[config.mk]
export PLATFORM = sky130hd
export DESIGN_NAME = rx_bond_top
export DESIGN_NICKNAME = d
export VERILOG_FILES = /design/src/rx_bond_pkg.sv /design/src/rx_bond_top.sv /design/src/rx_bond_aligner.sv /design/src/rx_deskew_lane.sv /design/src/rx_cdr_reset_fsm.sv /design/src/rx_block_sync_gate.sv
export VERILOG_INCLUDE_DIRS = /design/src
export SDC_FILE = /design/constraint.sdc
export NUM_CORES = 2
export LEC_CHECK = 0
export BUFFER_PORTS_ARGS = -buffer_cell sky130_fd_sc_hd__buf_2
export CORE_MARGIN = 2
export CORE_UTILIZATION = 54
export DETAILED_ROUTE_END_ITERATION = 8
export PLACE_DENSITY = 0.75
export SLEW_MARGIN = 20
export SYNTH_ARGS = -nofsm -noshare
export SYNTH_HDL_FRONTEND = slang
export SYNTH_SLANG_ARGS = --single-unit
[constraint.sdc]
create_clock -name rxusrclk_out -period 8.2 [get_ports rxusrclk_out]
set_clock_uncertainty 0.15 [all_clocks]
set_input_delay 0.41 -clock rxusrclk_out [delete_from_list [all_inputs] [get_ports rxusrclk_out]]
set_output_delay 0.41 -clock rxusrclk_out [all_outputs]
set_load 0.02 [all_outputs]
[src/rx_bond_settings.svh]
`ifndef RX_BOND_SETTINGS_SVH
`define RX_BOND_SETTINGS_SVH

// Number of bonded lanes
`define NUM_LANES 4

// Deskew FIFO entries per lane (a power of two)
`define FIFO_DEPTH 8

// Most cycles allowed between the first and the last lane finding its bonding block
`define CB_MAX_SKEW 4

// Consecutive valid sync headers before a lane counts as locked
`define SYNC_LOCK_COUNT 16

// Length of the one-shot link reset in cycles
`define CDR_HOLD_CYCLES 16

`endif
[src/rx_bond_pkg.sv]
`include "rx_bond_settings.svh"

package rx_bond_pkg;

    typedef logic [63:0] block_data_t;
    typedef logic [1:0]  sync_header_t;
    typedef logic [7:0]  block_type_t;

    typedef logic [$clog2(`CB_MAX_SKEW + 1)-1:0]     skew_cnt_t;
    typedef logic [$clog2(`FIFO_DEPTH):0]            fifo_ptr_t; // Extra bit tells full from empty
    typedef logic [$clog2(`CDR_HOLD_CYCLES + 1)-1:0] hold_cnt_t;
    typedef logic [$clog2(`SYNC_LOCK_COUNT + 1)-1:0] lock_cnt_t;

    localparam sync_header_t HDR_DATA = 2'b01;
    localparam sync_header_t HDR_CTRL = 2'b10;

    // Control block type that marks a channel bonding block
    localparam block_type_t CB_BLOCK_TYPE = 8'h78;

    typedef enum logic [1:0] {
        IDLE,
        ASSERT_LINK_RESET,
        DONE
    } cdr_state_t;

    function automatic logic hdr_valid(sync_header_t hdr);
        return (hdr == HDR_DATA) || (hdr == HDR_CTRL);
    endfunction

endpackage

[src/rx_bond_top.sv]
`timescale 1ns/10ps
`include "rx_bond_settings.svh"

module rx_bond_top (
    input  logic                                       rxusrclk_out,
    input  logic                                       reset_i,
    input  rx_bond_pkg::block_data_t  [`NUM_LANES-1:0] rx_data_i,
    input  rx_bond_pkg::sync_header_t [`NUM_LANES-1:0] rx_header_i,
    input  logic                      [`NUM_LANES-1:0] rx_valid_i,
    input  logic                                       en_chan_sync_i,
    output rx_bond_pkg::block_data_t  [`NUM_LANES-1:0] rx_data_o,
    output rx_bond_pkg::sync_header_t [`NUM_LANES-1:0] rx_header_o,
    output logic                      [`NUM_LANES-1:0] rx_valid_o,
    output logic                      [`NUM_LANES-1:0] rx_header_err_o,
    output logic                      [`NUM_LANES-1:0] lane_lock_o,
    output logic                                       link_reset_o,
    output logic                                       chan_aligned_o,
    output logic                                       bond_err_o
);

    rx_bond_pkg::block_data_t  [`NUM_LANES-1:0] gated_data;
    rx_bond_pkg::sync_header_t [`NUM_LANES-1:0] gated_header;
    logic                      [`NUM_LANES-1:0] gated_valid;
    logic                      [`NUM_LANES-1:0] cb_found;
    logic                      [`NUM_LANES-1:0] overflow;
    logic                                       all_lock;
    logic                                       link_reset;
    logic                                       propagation_ok;
    logic                                       rd_en;
    logic                                       bond_restart;
    logic                                       lane_clear;
    logic                                       aligner_reset;

    assign lane_clear    = link_reset | bond_restart;
    assign aligner_reset = reset_i | link_reset;

    rx_block_sync_gate rx_block_sync_gate_i (
        .rxusrclk_out     (rxusrclk_out),
        .reset_i          (reset_i),
        .rx_data_i        (rx_data_i),
        .rx_header_i      (rx_header_i),
        .rx_valid_i       (rx_valid_i),
        .propagation_ok_i (propagation_ok),
        .gated_data_o     (gated_data),
        .gated_header_o   (gated_header),
        .gated_valid_o    (gated_valid),
        .lane_lock_o      (lane_lock_o),
        .all_lock_o       (all_lock)
    );

    rx_cdr_reset_fsm rx_cdr_reset_fsm_i (
        .rxusrclk_out     (rxusrclk_out),
        .reset_i          (reset_i),
        .all_lock_i       (all_lock),
        .link_reset_o     (link_reset),
        .propagation_ok_o (propagation_ok)
    );

    for (genvar i = 0; i < `NUM_LANES; i++) begin : g_lane
        rx_deskew_lane rx_deskew_lane_i (
            .rxusrclk_out   (rxusrclk_out),
            .reset_i        (reset_i),
            .clear_i        (lane_clear),
            .en_chan_sync_i (en_chan_sync_i),
            .in_data_i      (gated_data[i]),
            .in_header_i    (gated_header[i]),
            .in_valid_i     (gated_valid[i]),
            .rd_en_i        (rd_en),
            .cb_found_o     (cb_found[i]),
            .overflow_o     (overflow[i]),
            .out_data_o     (rx_data_o[i]),
            .out_header_o   (rx_header_o[i]),
            .out_valid_o    (rx_valid_o[i]),
            .header_err_o   (rx_header_err_o[i])
        );
    end

    rx_bond_aligner rx_bond_aligner_i (
        .rxusrclk_out   (rxusrclk_out),
        .reset_i        (aligner_reset),
        .cb_found_i     (cb_found),
        .overflow_i     (overflow),
        .rd_en_o        (rd_en),
        .bond_restart_o (bond_restart),
        .chan_aligned_o (chan_aligned_o),
        .bond_err_o     (bond_err_o)
    );

    assign link_reset_o = link_reset;

endmodule

[src/rx_bond_aligner.sv]
`timescale 1ns/10ps
`include "rx_bond_settings.svh"

module rx_bond_aligner (
    input  logic                  rxusrclk_out,
    input  logic                  reset_i,
    input  logic [`NUM_LANES-1:0] cb_found_i,
    input  logic [`NUM_LANES-1:0] overflow_i,
    output logic                  rd_en_o,
    output logic                  bond_restart_o,
    output logic                  chan_aligned_o,
    output logic                  bond_err_o
);

    localparam rx_bond_pkg::skew_cnt_t SKEW_MAX = rx_bond_pkg::skew_cnt_t'(`CB_MAX_SKEW);

    rx_bond_pkg::skew_cnt_t skew_cnt_r;
    logic                   rd_en_r;
    logic                   aligned_r;
    logic                   restart_r;
    logic                   bond_err_r;
    logic                   any_found;
    logic                   all_found;
    logic                   skew_err;
    logic                   ovf_err;
    logic                   bond_fail;

    assign any_found = |cb_found_i;
    assign all_found = &cb_found_i;

    // The last lane is already later than the skew limit allows
    assign skew_err = any_found && !all_found && (skew_cnt_r == SKEW_MAX);
    assign ovf_err  = |overflow_i;

    // Lane flags are stale while the restart pulse is clearing them
    assign bond_fail = !restart_r && (skew_err || ovf_err);

    always_ff @(posedge rxusrclk_out) begin
        if (reset_i) begin
            skew_cnt_r <= '0;
            rd_en_r    <= 1'b0;
            aligned_r  <= 1'b0;
            restart_r  <= 1'b0;
            bond_err_r <= 1'b0;
        end else begin
            restart_r  <= bond_fail;
            bond_err_r <= bond_fail;
            if (bond_fail || restart_r) begin
                skew_cnt_r <= '0;
                rd_en_r    <= 1'b0;
                aligned_r  <= 1'b0;
            end else begin
                if (any_found && !all_found) begin
                    skew_cnt_r <= skew_cnt_r + 1'b1; // Cycles since the first bonding block
                end
                if (all_found) begin
                    rd_en_r <= 1'b1;
                end
                aligned_r <= rd_en_r; // Follows the first read out of the lanes
            end
        end
    end

    assign rd_en_o        = rd_en_r;
    assign bond_restart_o = restart_r;
    assign chan_aligned_o = aligned_r;
    assign bond_err_o     = bond_err_r;

endmodule

[src/rx_deskew_lane.sv]
`timescale 1ns/10ps
`include "rx_bond_settings.svh"

module rx_deskew_lane (
    input  logic                      rxusrclk_out,
    input  logic                      reset_i,
    input  logic                      clear_i,
    input  logic                      en_chan_sync_i,
    input  rx_bond_pkg::block_data_t  in_data_i,
    input  rx_bond_pkg::sync_header_t in_header_i,
    input  logic                      in_valid_i,
    input  logic                      rd_en_i,
    output logic                      cb_found_o,
    output logic                      overflow_o,
    output rx_bond_pkg::block_data_t  out_data_o,
    output rx_bond_pkg::sync_header_t out_header_o,
    output logic                      out_valid_o,
    output logic                      header_err_o
);

    localparam int ADDR_W = $clog2(`FIFO_DEPTH);

    rx_bond_pkg::block_data_t  mem_data [`FIFO_DEPTH];
    rx_bond_pkg::sync_header_t mem_hdr  [`FIFO_DEPTH];

    rx_bond_pkg::fifo_ptr_t    wr_ptr_r;
    rx_bond_pkg::fifo_ptr_t    rd_ptr_r;
    rx_bond_pkg::block_data_t  out_data_r;
    rx_bond_pkg::sync_header_t out_header_r;
    logic                      cb_found_r;
    logic                      overflow_r;
    logic                      out_valid_r;
    logic                      header_err_r;
    logic                      cb_hit;
    logic                      wr_req;
    logic                      wr_en;
    logic                      rd_en;
    logic                      full;
    logic                      empty;

    // A bonding block is a control block carrying the bonding type in its top byte
    assign cb_hit = in_valid_i && en_chan_sync_i && !cb_found_r &&
                    (in_header_i == rx_bond_pkg::HDR_CTRL) &&
                    (in_data_i[63:56] == rx_bond_pkg::CB_BLOCK_TYPE);

    assign wr_req = in_valid_i && (cb_found_r || cb_hit);
    assign wr_en  = wr_req && !full;
    assign rd_en  = rd_en_i && !empty;

    assign empty = (wr_ptr_r == rd_ptr_r);
    assign full  = (wr_ptr_r[ADDR_W] != rd_ptr_r[ADDR_W]) &&
                   (wr_ptr_r[ADDR_W-1:0] == rd_ptr_r[ADDR_W-1:0]);

    always_ff @(posedge rxusrclk_out) begin
        if (wr_en) begin
            mem_data[wr_ptr_r[ADDR_W-1:0]] <= in_data_i;
            mem_hdr[wr_ptr_r[ADDR_W-1:0]]  <= in_header_i;
        end
        if (rd_en) begin
            out_data_r   <= mem_data[rd_ptr_r[ADDR_W-1:0]];
            out_header_r <= mem_hdr[rd_ptr_r[ADDR_W-1:0]];
        end
    end

    always_ff @(posedge rxusrclk_out) begin
        if (reset_i || clear_i) begin
            wr_ptr_r     <= '0;
            rd_ptr_r     <= '0;
            cb_found_r   <= 1'b0;
            overflow_r   <= 1'b0;
            out_valid_r  <= 1'b0;
            header_err_r <= 1'b0;
        end else begin
            if (cb_hit) begin
                cb_found_r <= 1'b1;
            end
            if (wr_en) begin
                wr_ptr_r <= wr_ptr_r + 1'b1;
            end
            if (rd_en) begin
                rd_ptr_r <= rd_ptr_r + 1'b1;
            end
            overflow_r   <= wr_req && full; // Block is dropped
            out_valid_r  <= rd_en;
            header_err_r <= rd_en && !rx_bond_pkg::hdr_valid(mem_hdr[rd_ptr_r[ADDR_W-1:0]]);
        end
    end

    assign cb_found_o   = cb_found_r;
    assign overflow_o   = overflow_r;
    assign out_data_o   = out_data_r;
    assign out_header_o = out_header_r;
    assign out_valid_o  = out_valid_r;
    assign header_err_o = header_err_r;

    // The common read enable must never run ahead of this lane's data
    a_no_read_empty: assert property (@(posedge rxusrclk_out) disable iff (reset_i || clear_i)
        rd_en_i |-> !empty);

endmodule

[src/rx_cdr_reset_fsm.sv]
`timescale 1ns/10ps
`include "rx_bond_settings.svh"

module rx_cdr_reset_fsm (
    input  logic rxusrclk_out,
    input  logic reset_i,
    input  logic all_lock_i,
    output logic link_reset_o,
    output logic propagation_ok_o
);

    localparam rx_bond_pkg::hold_cnt_t HOLD_LAST =
        rx_bond_pkg::hold_cnt_t'(`CDR_HOLD_CYCLES - 1);

    rx_bond_pkg::cdr_state_t state_r;
    rx_bond_pkg::hold_cnt_t  hold_cnt_r;
    logic                    link_reset_r;
    logic                    prop_ok_r;

    always_ff @(posedge rxusrclk_out) begin
        if (reset_i) begin
            state_r      <= rx_bond_pkg::IDLE;
            hold_cnt_r   <= '0;
            link_reset_r <= 1'b0;
            prop_ok_r    <= 1'b0;
        end else begin
            case (state_r)
                rx_bond_pkg::IDLE: begin
                    hold_cnt_r <= '0;
                    prop_ok_r  <= 1'b0;
                    if (all_lock_i) begin
                        state_r      <= rx_bond_pkg::ASSERT_LINK_RESET;
                        link_reset_r <= 1'b1;
                    end
                end
                rx_bond_pkg::ASSERT_LINK_RESET: begin
                    if (hold_cnt_r == HOLD_LAST) begin
                        state_r      <= rx_bond_pkg::DONE;
                        link_reset_r <= 1'b0;
                        prop_ok_r    <= 1'b1;
                    end else begin
                        hold_cnt_r <= hold_cnt_r + 1'b1;
                    end
                end
                rx_bond_pkg::DONE: begin
                    hold_cnt_r   <= '0;
                    link_reset_r <= 1'b0;
                    prop_ok_r    <= 1'b1; // Stays here until the next reset
                end
                default: begin
                    state_r <= rx_bond_pkg::IDLE;
                end
            endcase
        end
    end

    assign link_reset_o     = link_reset_r;
    assign propagation_ok_o = prop_ok_r;

    a_reset_excludes_prop: assert property (@(posedge rxusrclk_out) disable iff (reset_i)
        !(link_reset_o && propagation_ok_o));

    // The link reset is one pulse of the full hold length
    a_reset_length: assert property (@(posedge rxusrclk_out) disable iff (reset_i)
        $rose(link_reset_o) |-> link_reset_o [*`CDR_HOLD_CYCLES] ##1 !link_reset_o);

endmodule

[src/rx_block_sync_gate.sv]
`timescale 1ns/10ps
`include "rx_bond_settings.svh"

module rx_block_sync_gate (
    input  logic                                          rxusrclk_out,
    input  logic                                          reset_i,
    input  rx_bond_pkg::block_data_t  [`NUM_LANES-1:0]    rx_data_i,
    input  rx_bond_pkg::sync_header_t [`NUM_LANES-1:0]    rx_header_i,
    input  logic                      [`NUM_LANES-1:0]    rx_valid_i,
    input  logic                                          propagation_ok_i,
    output rx_bond_pkg::block_data_t  [`NUM_LANES-1:0]    gated_data_o,
    output rx_bond_pkg::sync_header_t [`NUM_LANES-1:0]    gated_header_o,
    output logic                      [`NUM_LANES-1:0]    gated_valid_o,
    output logic                      [`NUM_LANES-1:0]    lane_lock_o,
    output logic                                          all_lock_o
);

    localparam rx_bond_pkg::lock_cnt_t LOCK_MAX = rx_bond_pkg::lock_cnt_t'(`SYNC_LOCK_COUNT);

    rx_bond_pkg::lock_cnt_t                       lock_cnt_r [`NUM_LANES];
    logic                      [`NUM_LANES-1:0]   lane_lock_r;
    rx_bond_pkg::block_data_t  [`NUM_LANES-1:0]   data_r;
    rx_bond_pkg::sync_header_t [`NUM_LANES-1:0]   header_r;
    logic                      [`NUM_LANES-1:0]   valid_r;

    // One saturating lock counter per lane
    always_ff @(posedge rxusrclk_out) begin
        if (reset_i) begin
            for (int l = 0; l < `NUM_LANES; l++) begin
                lock_cnt_r[l] <= '0;
            end
            lane_lock_r <= '0;
        end else begin
            for (int l = 0; l < `NUM_LANES; l++) begin
                if (rx_valid_i[l]) begin
                    if (rx_bond_pkg::hdr_valid(rx_header_i[l])) begin
                        if (lock_cnt_r[l] != LOCK_MAX) begin
                            lock_cnt_r[l] <= lock_cnt_r[l] + 1'b1;
                        end
                        if (lock_cnt_r[l] == LOCK_MAX - 1'b1) begin
                            lane_lock_r[l] <= 1'b1; // This header completes the run
                        end
                    end else begin
                        lock_cnt_r[l]  <= '0;
                        lane_lock_r[l] <= 1'b0;
                    end
                end
            end
        end
    end

    always_ff @(posedge rxusrclk_out) begin
        data_r   <= rx_data_i;
        header_r <= rx_header_i;
    end

    // Nothing reaches the lanes until the link reset has finished
    always_ff @(posedge rxusrclk_out) begin
        if (reset_i) begin
            valid_r <= '0;
        end else begin
            valid_r <= rx_valid_i & {`NUM_LANES{propagation_ok_i}};
        end
    end

    assign gated_data_o   = data_r;
    assign gated_header_o = header_r;
    assign gated_valid_o  = valid_r;
    assign lane_lock_o    = lane_lock_r;
    assign all_lock_o     = &lane_lock_r;

endmodule

==> flow_summary.toml <==
[run_status]
status = "finished clean"

[critical_path]
endpoint_kind = "flop"
crit_required_ps = 8560
timing.critical_path.arrival_ps = 4520
r2r_cells = 5
startpoint_type = "flop"
crit_type = "flop to flop"
r2r-end = "g_lane[1].rx_deskew_lane_i.mem_data[2][49]"
r2r_slack_ps = 4050
cp_max_fo = 70
reg2reg_from = "g_lane[1].rx_deskew_lane_i.rd_ptr_r[1]"

[layout]
mostFrequentLayoutCell = "edfxtp_1"
nFillCells = 11120
fin_cells = 7962
fin_nets = 5671
final_cell_area_mm2 = 0.1173
synthToLayoutAreaGrowth_pct = 20.16
drive_gt1_share_pct = 33.57
final_cell_mix = "edfxtp_1 (2,396), buf_2 (549), mux4_2 (528), dlygate4sd3_1 (482), dfxtp_1 (335)"
seq_area_mm2 = 0.07894
multiInputGateArea_mm2 = 0.01768

[synthesis]
syn-num-nets = 4457
syn_area_mm2 = 0.09763
synth_top_area_share_pct = 73.70
synth_seq_cells = 2743
netlist.top_cell.by_area = "edfxtp_1"
synthTopCellsByArea = "edfxtp_1 (74%), mux4_2 (12%), dfxtp_1 (7.1%), mux2_2 (3.0%), buf_6 (0.51%)"
ys_types = 51
yosysSeqAreaShare_pct = 80.81
synth_edf_count = 2396
synthFlopType = "edfxtp_1"
syn_inst = 4158
async_flop_share_pct = 0
yosysWarnings = 0
avgSynthCellArea_um2 = 23.48

[worst_hold_path]
hold_depth = 2
whs_endpoint = "rx_block_sync_gate_i.gated_data_o[238]"
hp-class = "input pin to flop"
hold_start = "rx_data_i[238]"

[power_and_ir_drop]
seqPwrFrac_pct = 53.8
internal_power_uw = 23160
pwr-share-comb_pct = 1.2
power_density_mw_per_mm2 = 243.2
switchingPower_uw = 5374
p_sw_share_pct = 18.84
power.total_uw = 28530
power.clock.fraction_pct = 45.0
p_leak_uw = 0.03822
ir_drop_v = 0.0002407

[flow_run]
maxCapViolations = 0

[floorplan]
core_mm2 = 0.1802
start_util_pct = 54.19
dieHeight_um = 429.2
die-area_mm2 = 0.1842
ios = 550
die_x_um = 429.2
placementRows = 156

[timing]
drv_slew = 0
setup-tns-final_ps = 0
tightest_slew_ps = 1107
slew_headroom_pct = 26.18
period_needed_ps = 4154
fin_crit_sh_pct = 50.65
timing.fmax_mhz = 240.8
rsz0062_at_grt = "no"
finalSetupViolCount = 0
hold_viol = 0

[drt]
wl_met1_um = 79740
drt_iter0_drc = 3689
wl_met3_um = 11300
antenna_left = 0
num_vias = 45860
routed.top_layer = "met5"
via_per_inst = 5.760
first_pass_iters = 5
drt_wl_total_um = 206400
wl_per_cell_um = 25.93
dr_wl_met2_um = 107900
drc = 0

[global_route]
grt_usage_pct = 22.43
overflow = 0
grt_pass1_vias = 48290
grt_max_degree = 117
grt_pass1_wl_um = 307700
antenna_found_initial = 12

[cts]
cts_root_buf = "clkbuf_16"
clock_latency_ps = 910
cts_buffers = 286
cts_buffer_depth = 4
ctsResizeCount = 0
clkTransAtPathRegs_ps = 60
cts_tree = "done"
hold_buffers = 482
cts_setup_buffers = 0
cts_sinks = 2743
h-tree-depth = 5

[place]
gp_congestion = 0.7497
hpwlAfterDp_um = 106900
io_buffers = 549
dp_cells = 6969
post_dp_cell_area_mm2 = 0.1031
[worst max-delay path: stages, from the launching register on]
cell	delay (ps)
dfxtp_4	1050
xnor2_1	240
nand4_1	280
nand3_1	310
nor3b_2	800
buf_4	890
[power groups by stage]
stage               Clock, µW  Sequential, µW  Combinational (µW)
floorplan                   0           15600                45.7
global placement            0           15600                 153
detailed placement          0           15700                 156
CTS                     13000           15400                 339
global route            13600           15400                 366
finish                  12800           15400                 343
[final cells by class]
class	instances	share of cell area, %
diodes	10	0.02133
repair buffers	1108	7.023
multi-input cells	1190	15.07
well taps	2370	2.528
inverters	43	0.1397
flip-flops and latches	2743	67.29
clock buffers	393	6.862
clock inverters	105	1.062
[sequential cells by signal, indices dropped and copies added, names as in the netlist, 4 cells and up, named ones only]
signal and count:
g_lane.rx_deskew_lane_i.cb_found_o 4, g_lane.rx_deskew_lane_i.header_err_o 4, g_lane.rx_deskew_lane_i.mem_data 2048, g_lane.rx_deskew_lane_i.mem_hdr 64, g_lane.rx_deskew_lane_i.out_data_o 256, g_lane.rx_deskew_lane_i.out_header_o 8, g_lane.rx_deskew_lane_i.out_valid_o 4, g_lane.rx_deskew_lane_i.overflow_o 4
g_lane.rx_deskew_lane_i.rd_ptr_r 16, g_lane.rx_deskew_lane_i.wr_ptr_r 16, rx_block_sync_gate_i.gated_data_o 256, rx_block_sync_gate_i.gated_header_o 8, rx_block_sync_gate_i.gated_valid_o 4, rx_block_sync_gate_i.lane_lock_o 4, rx_block_sync_gate_i.lock_cnt_r 20, rx_cdr_reset_fsm_i.hold_cnt_r 5
[layer usage]
layer | vias to the layer above | GRT usage [%]
li1 | 19620 | -
met1 | 24200 | 29.01
met2 | 1673 | 38.41
met3 | 369 | 3.711
met4 | 6 | 8.562
met5 | - | 0
[metrics by stage]
step | utilization (%) | hold slack [ps] | setup WS (ps)
floorplan | - | 287.7 | 38.76
global placement | 57.21 | 306.7 | 3967
detailed placement | 57.21 | 321.4 | 3837
CTS | 65.05 | 1.306 | 3810
global route | 65.12 | -1.841 | 3703
finish | 65.12 | 57.71 | 4046
[cell families after synthesis]
family / count (synthesis) / synth area share (%)
compound gates: 85 / 0.5767
xor+xnor: 37 / 0.3319
buf+inv: 225 / 1.302
fa+ha+maj: 28 / 0.3588
flops: 2743 / 80.81
simple gates: 241 / 1.328
mux: 799 / 15.29
[worst max-delay path by stage]
stage	startpoint	to	depth (start not counted)	slack (ps)
after floorplan	rx_block_sync_gate_i.gated_data_o[127]	g_lane[1].rx_deskew_lane_i.mem_data[1][0]	4	40
after global placement	g_lane[1].rx_deskew_lane_i.rd_ptr_r[1]	g_lane[1].rx_deskew_lane_i.mem_data[2][40]	5	3970
after detailed placement	g_lane[3].rx_deskew_lane_i.rd_ptr_r[1]	g_lane[3].rx_deskew_lane_i.mem_data[4][36]	5	3840
after CTS	g_lane[3].rx_deskew_lane_i.rd_ptr_r[1]	g_lane[3].rx_deskew_lane_i.mem_data[4][30]	5	3810
after global routing	g_lane[1].rx_deskew_lane_i.rd_ptr_r[0]	g_lane[1].rx_deskew_lane_i.mem_data[2][49]	5	3700
final	g_lane[1].rx_deskew_lane_i.rd_ptr_r[1]	g_lane[1].rx_deskew_lane_i.mem_data[2][49]	5	4050
[synthesized netlist by cell type (3+ instances only)]
cell and number:
a211oi_1 5, a21oi_1 31, a31oi_1 4, a41o_1 8, and2_1 5, and3_1 6, and3b_1 4, and4_1 3
buf_1 40, buf_2 43, buf_4 11, buf_6 44, clkbuf_1 43, dfxtp_1 347, edfxtp_1 2396, ha_1 28
inv_1 43, mux2_2 260, mux2i_1 11, mux4_2 528, nand2_1 45, nand2b_1 10, nand3_1 25, nand4_1 7
nand4b_1 6, nand4bb_1 7, nor2_1 64, nor2b_1 4, nor3_1 21, nor3b_1 6, nor4_1 3, nor4_2 4
nor4b_1 3, o21ai_0 21, o31a_1 3, o31ai_2 3, or3_1 13, xnor2_1 25, xor2_1 12
Power figures use the tool's default switching activity.
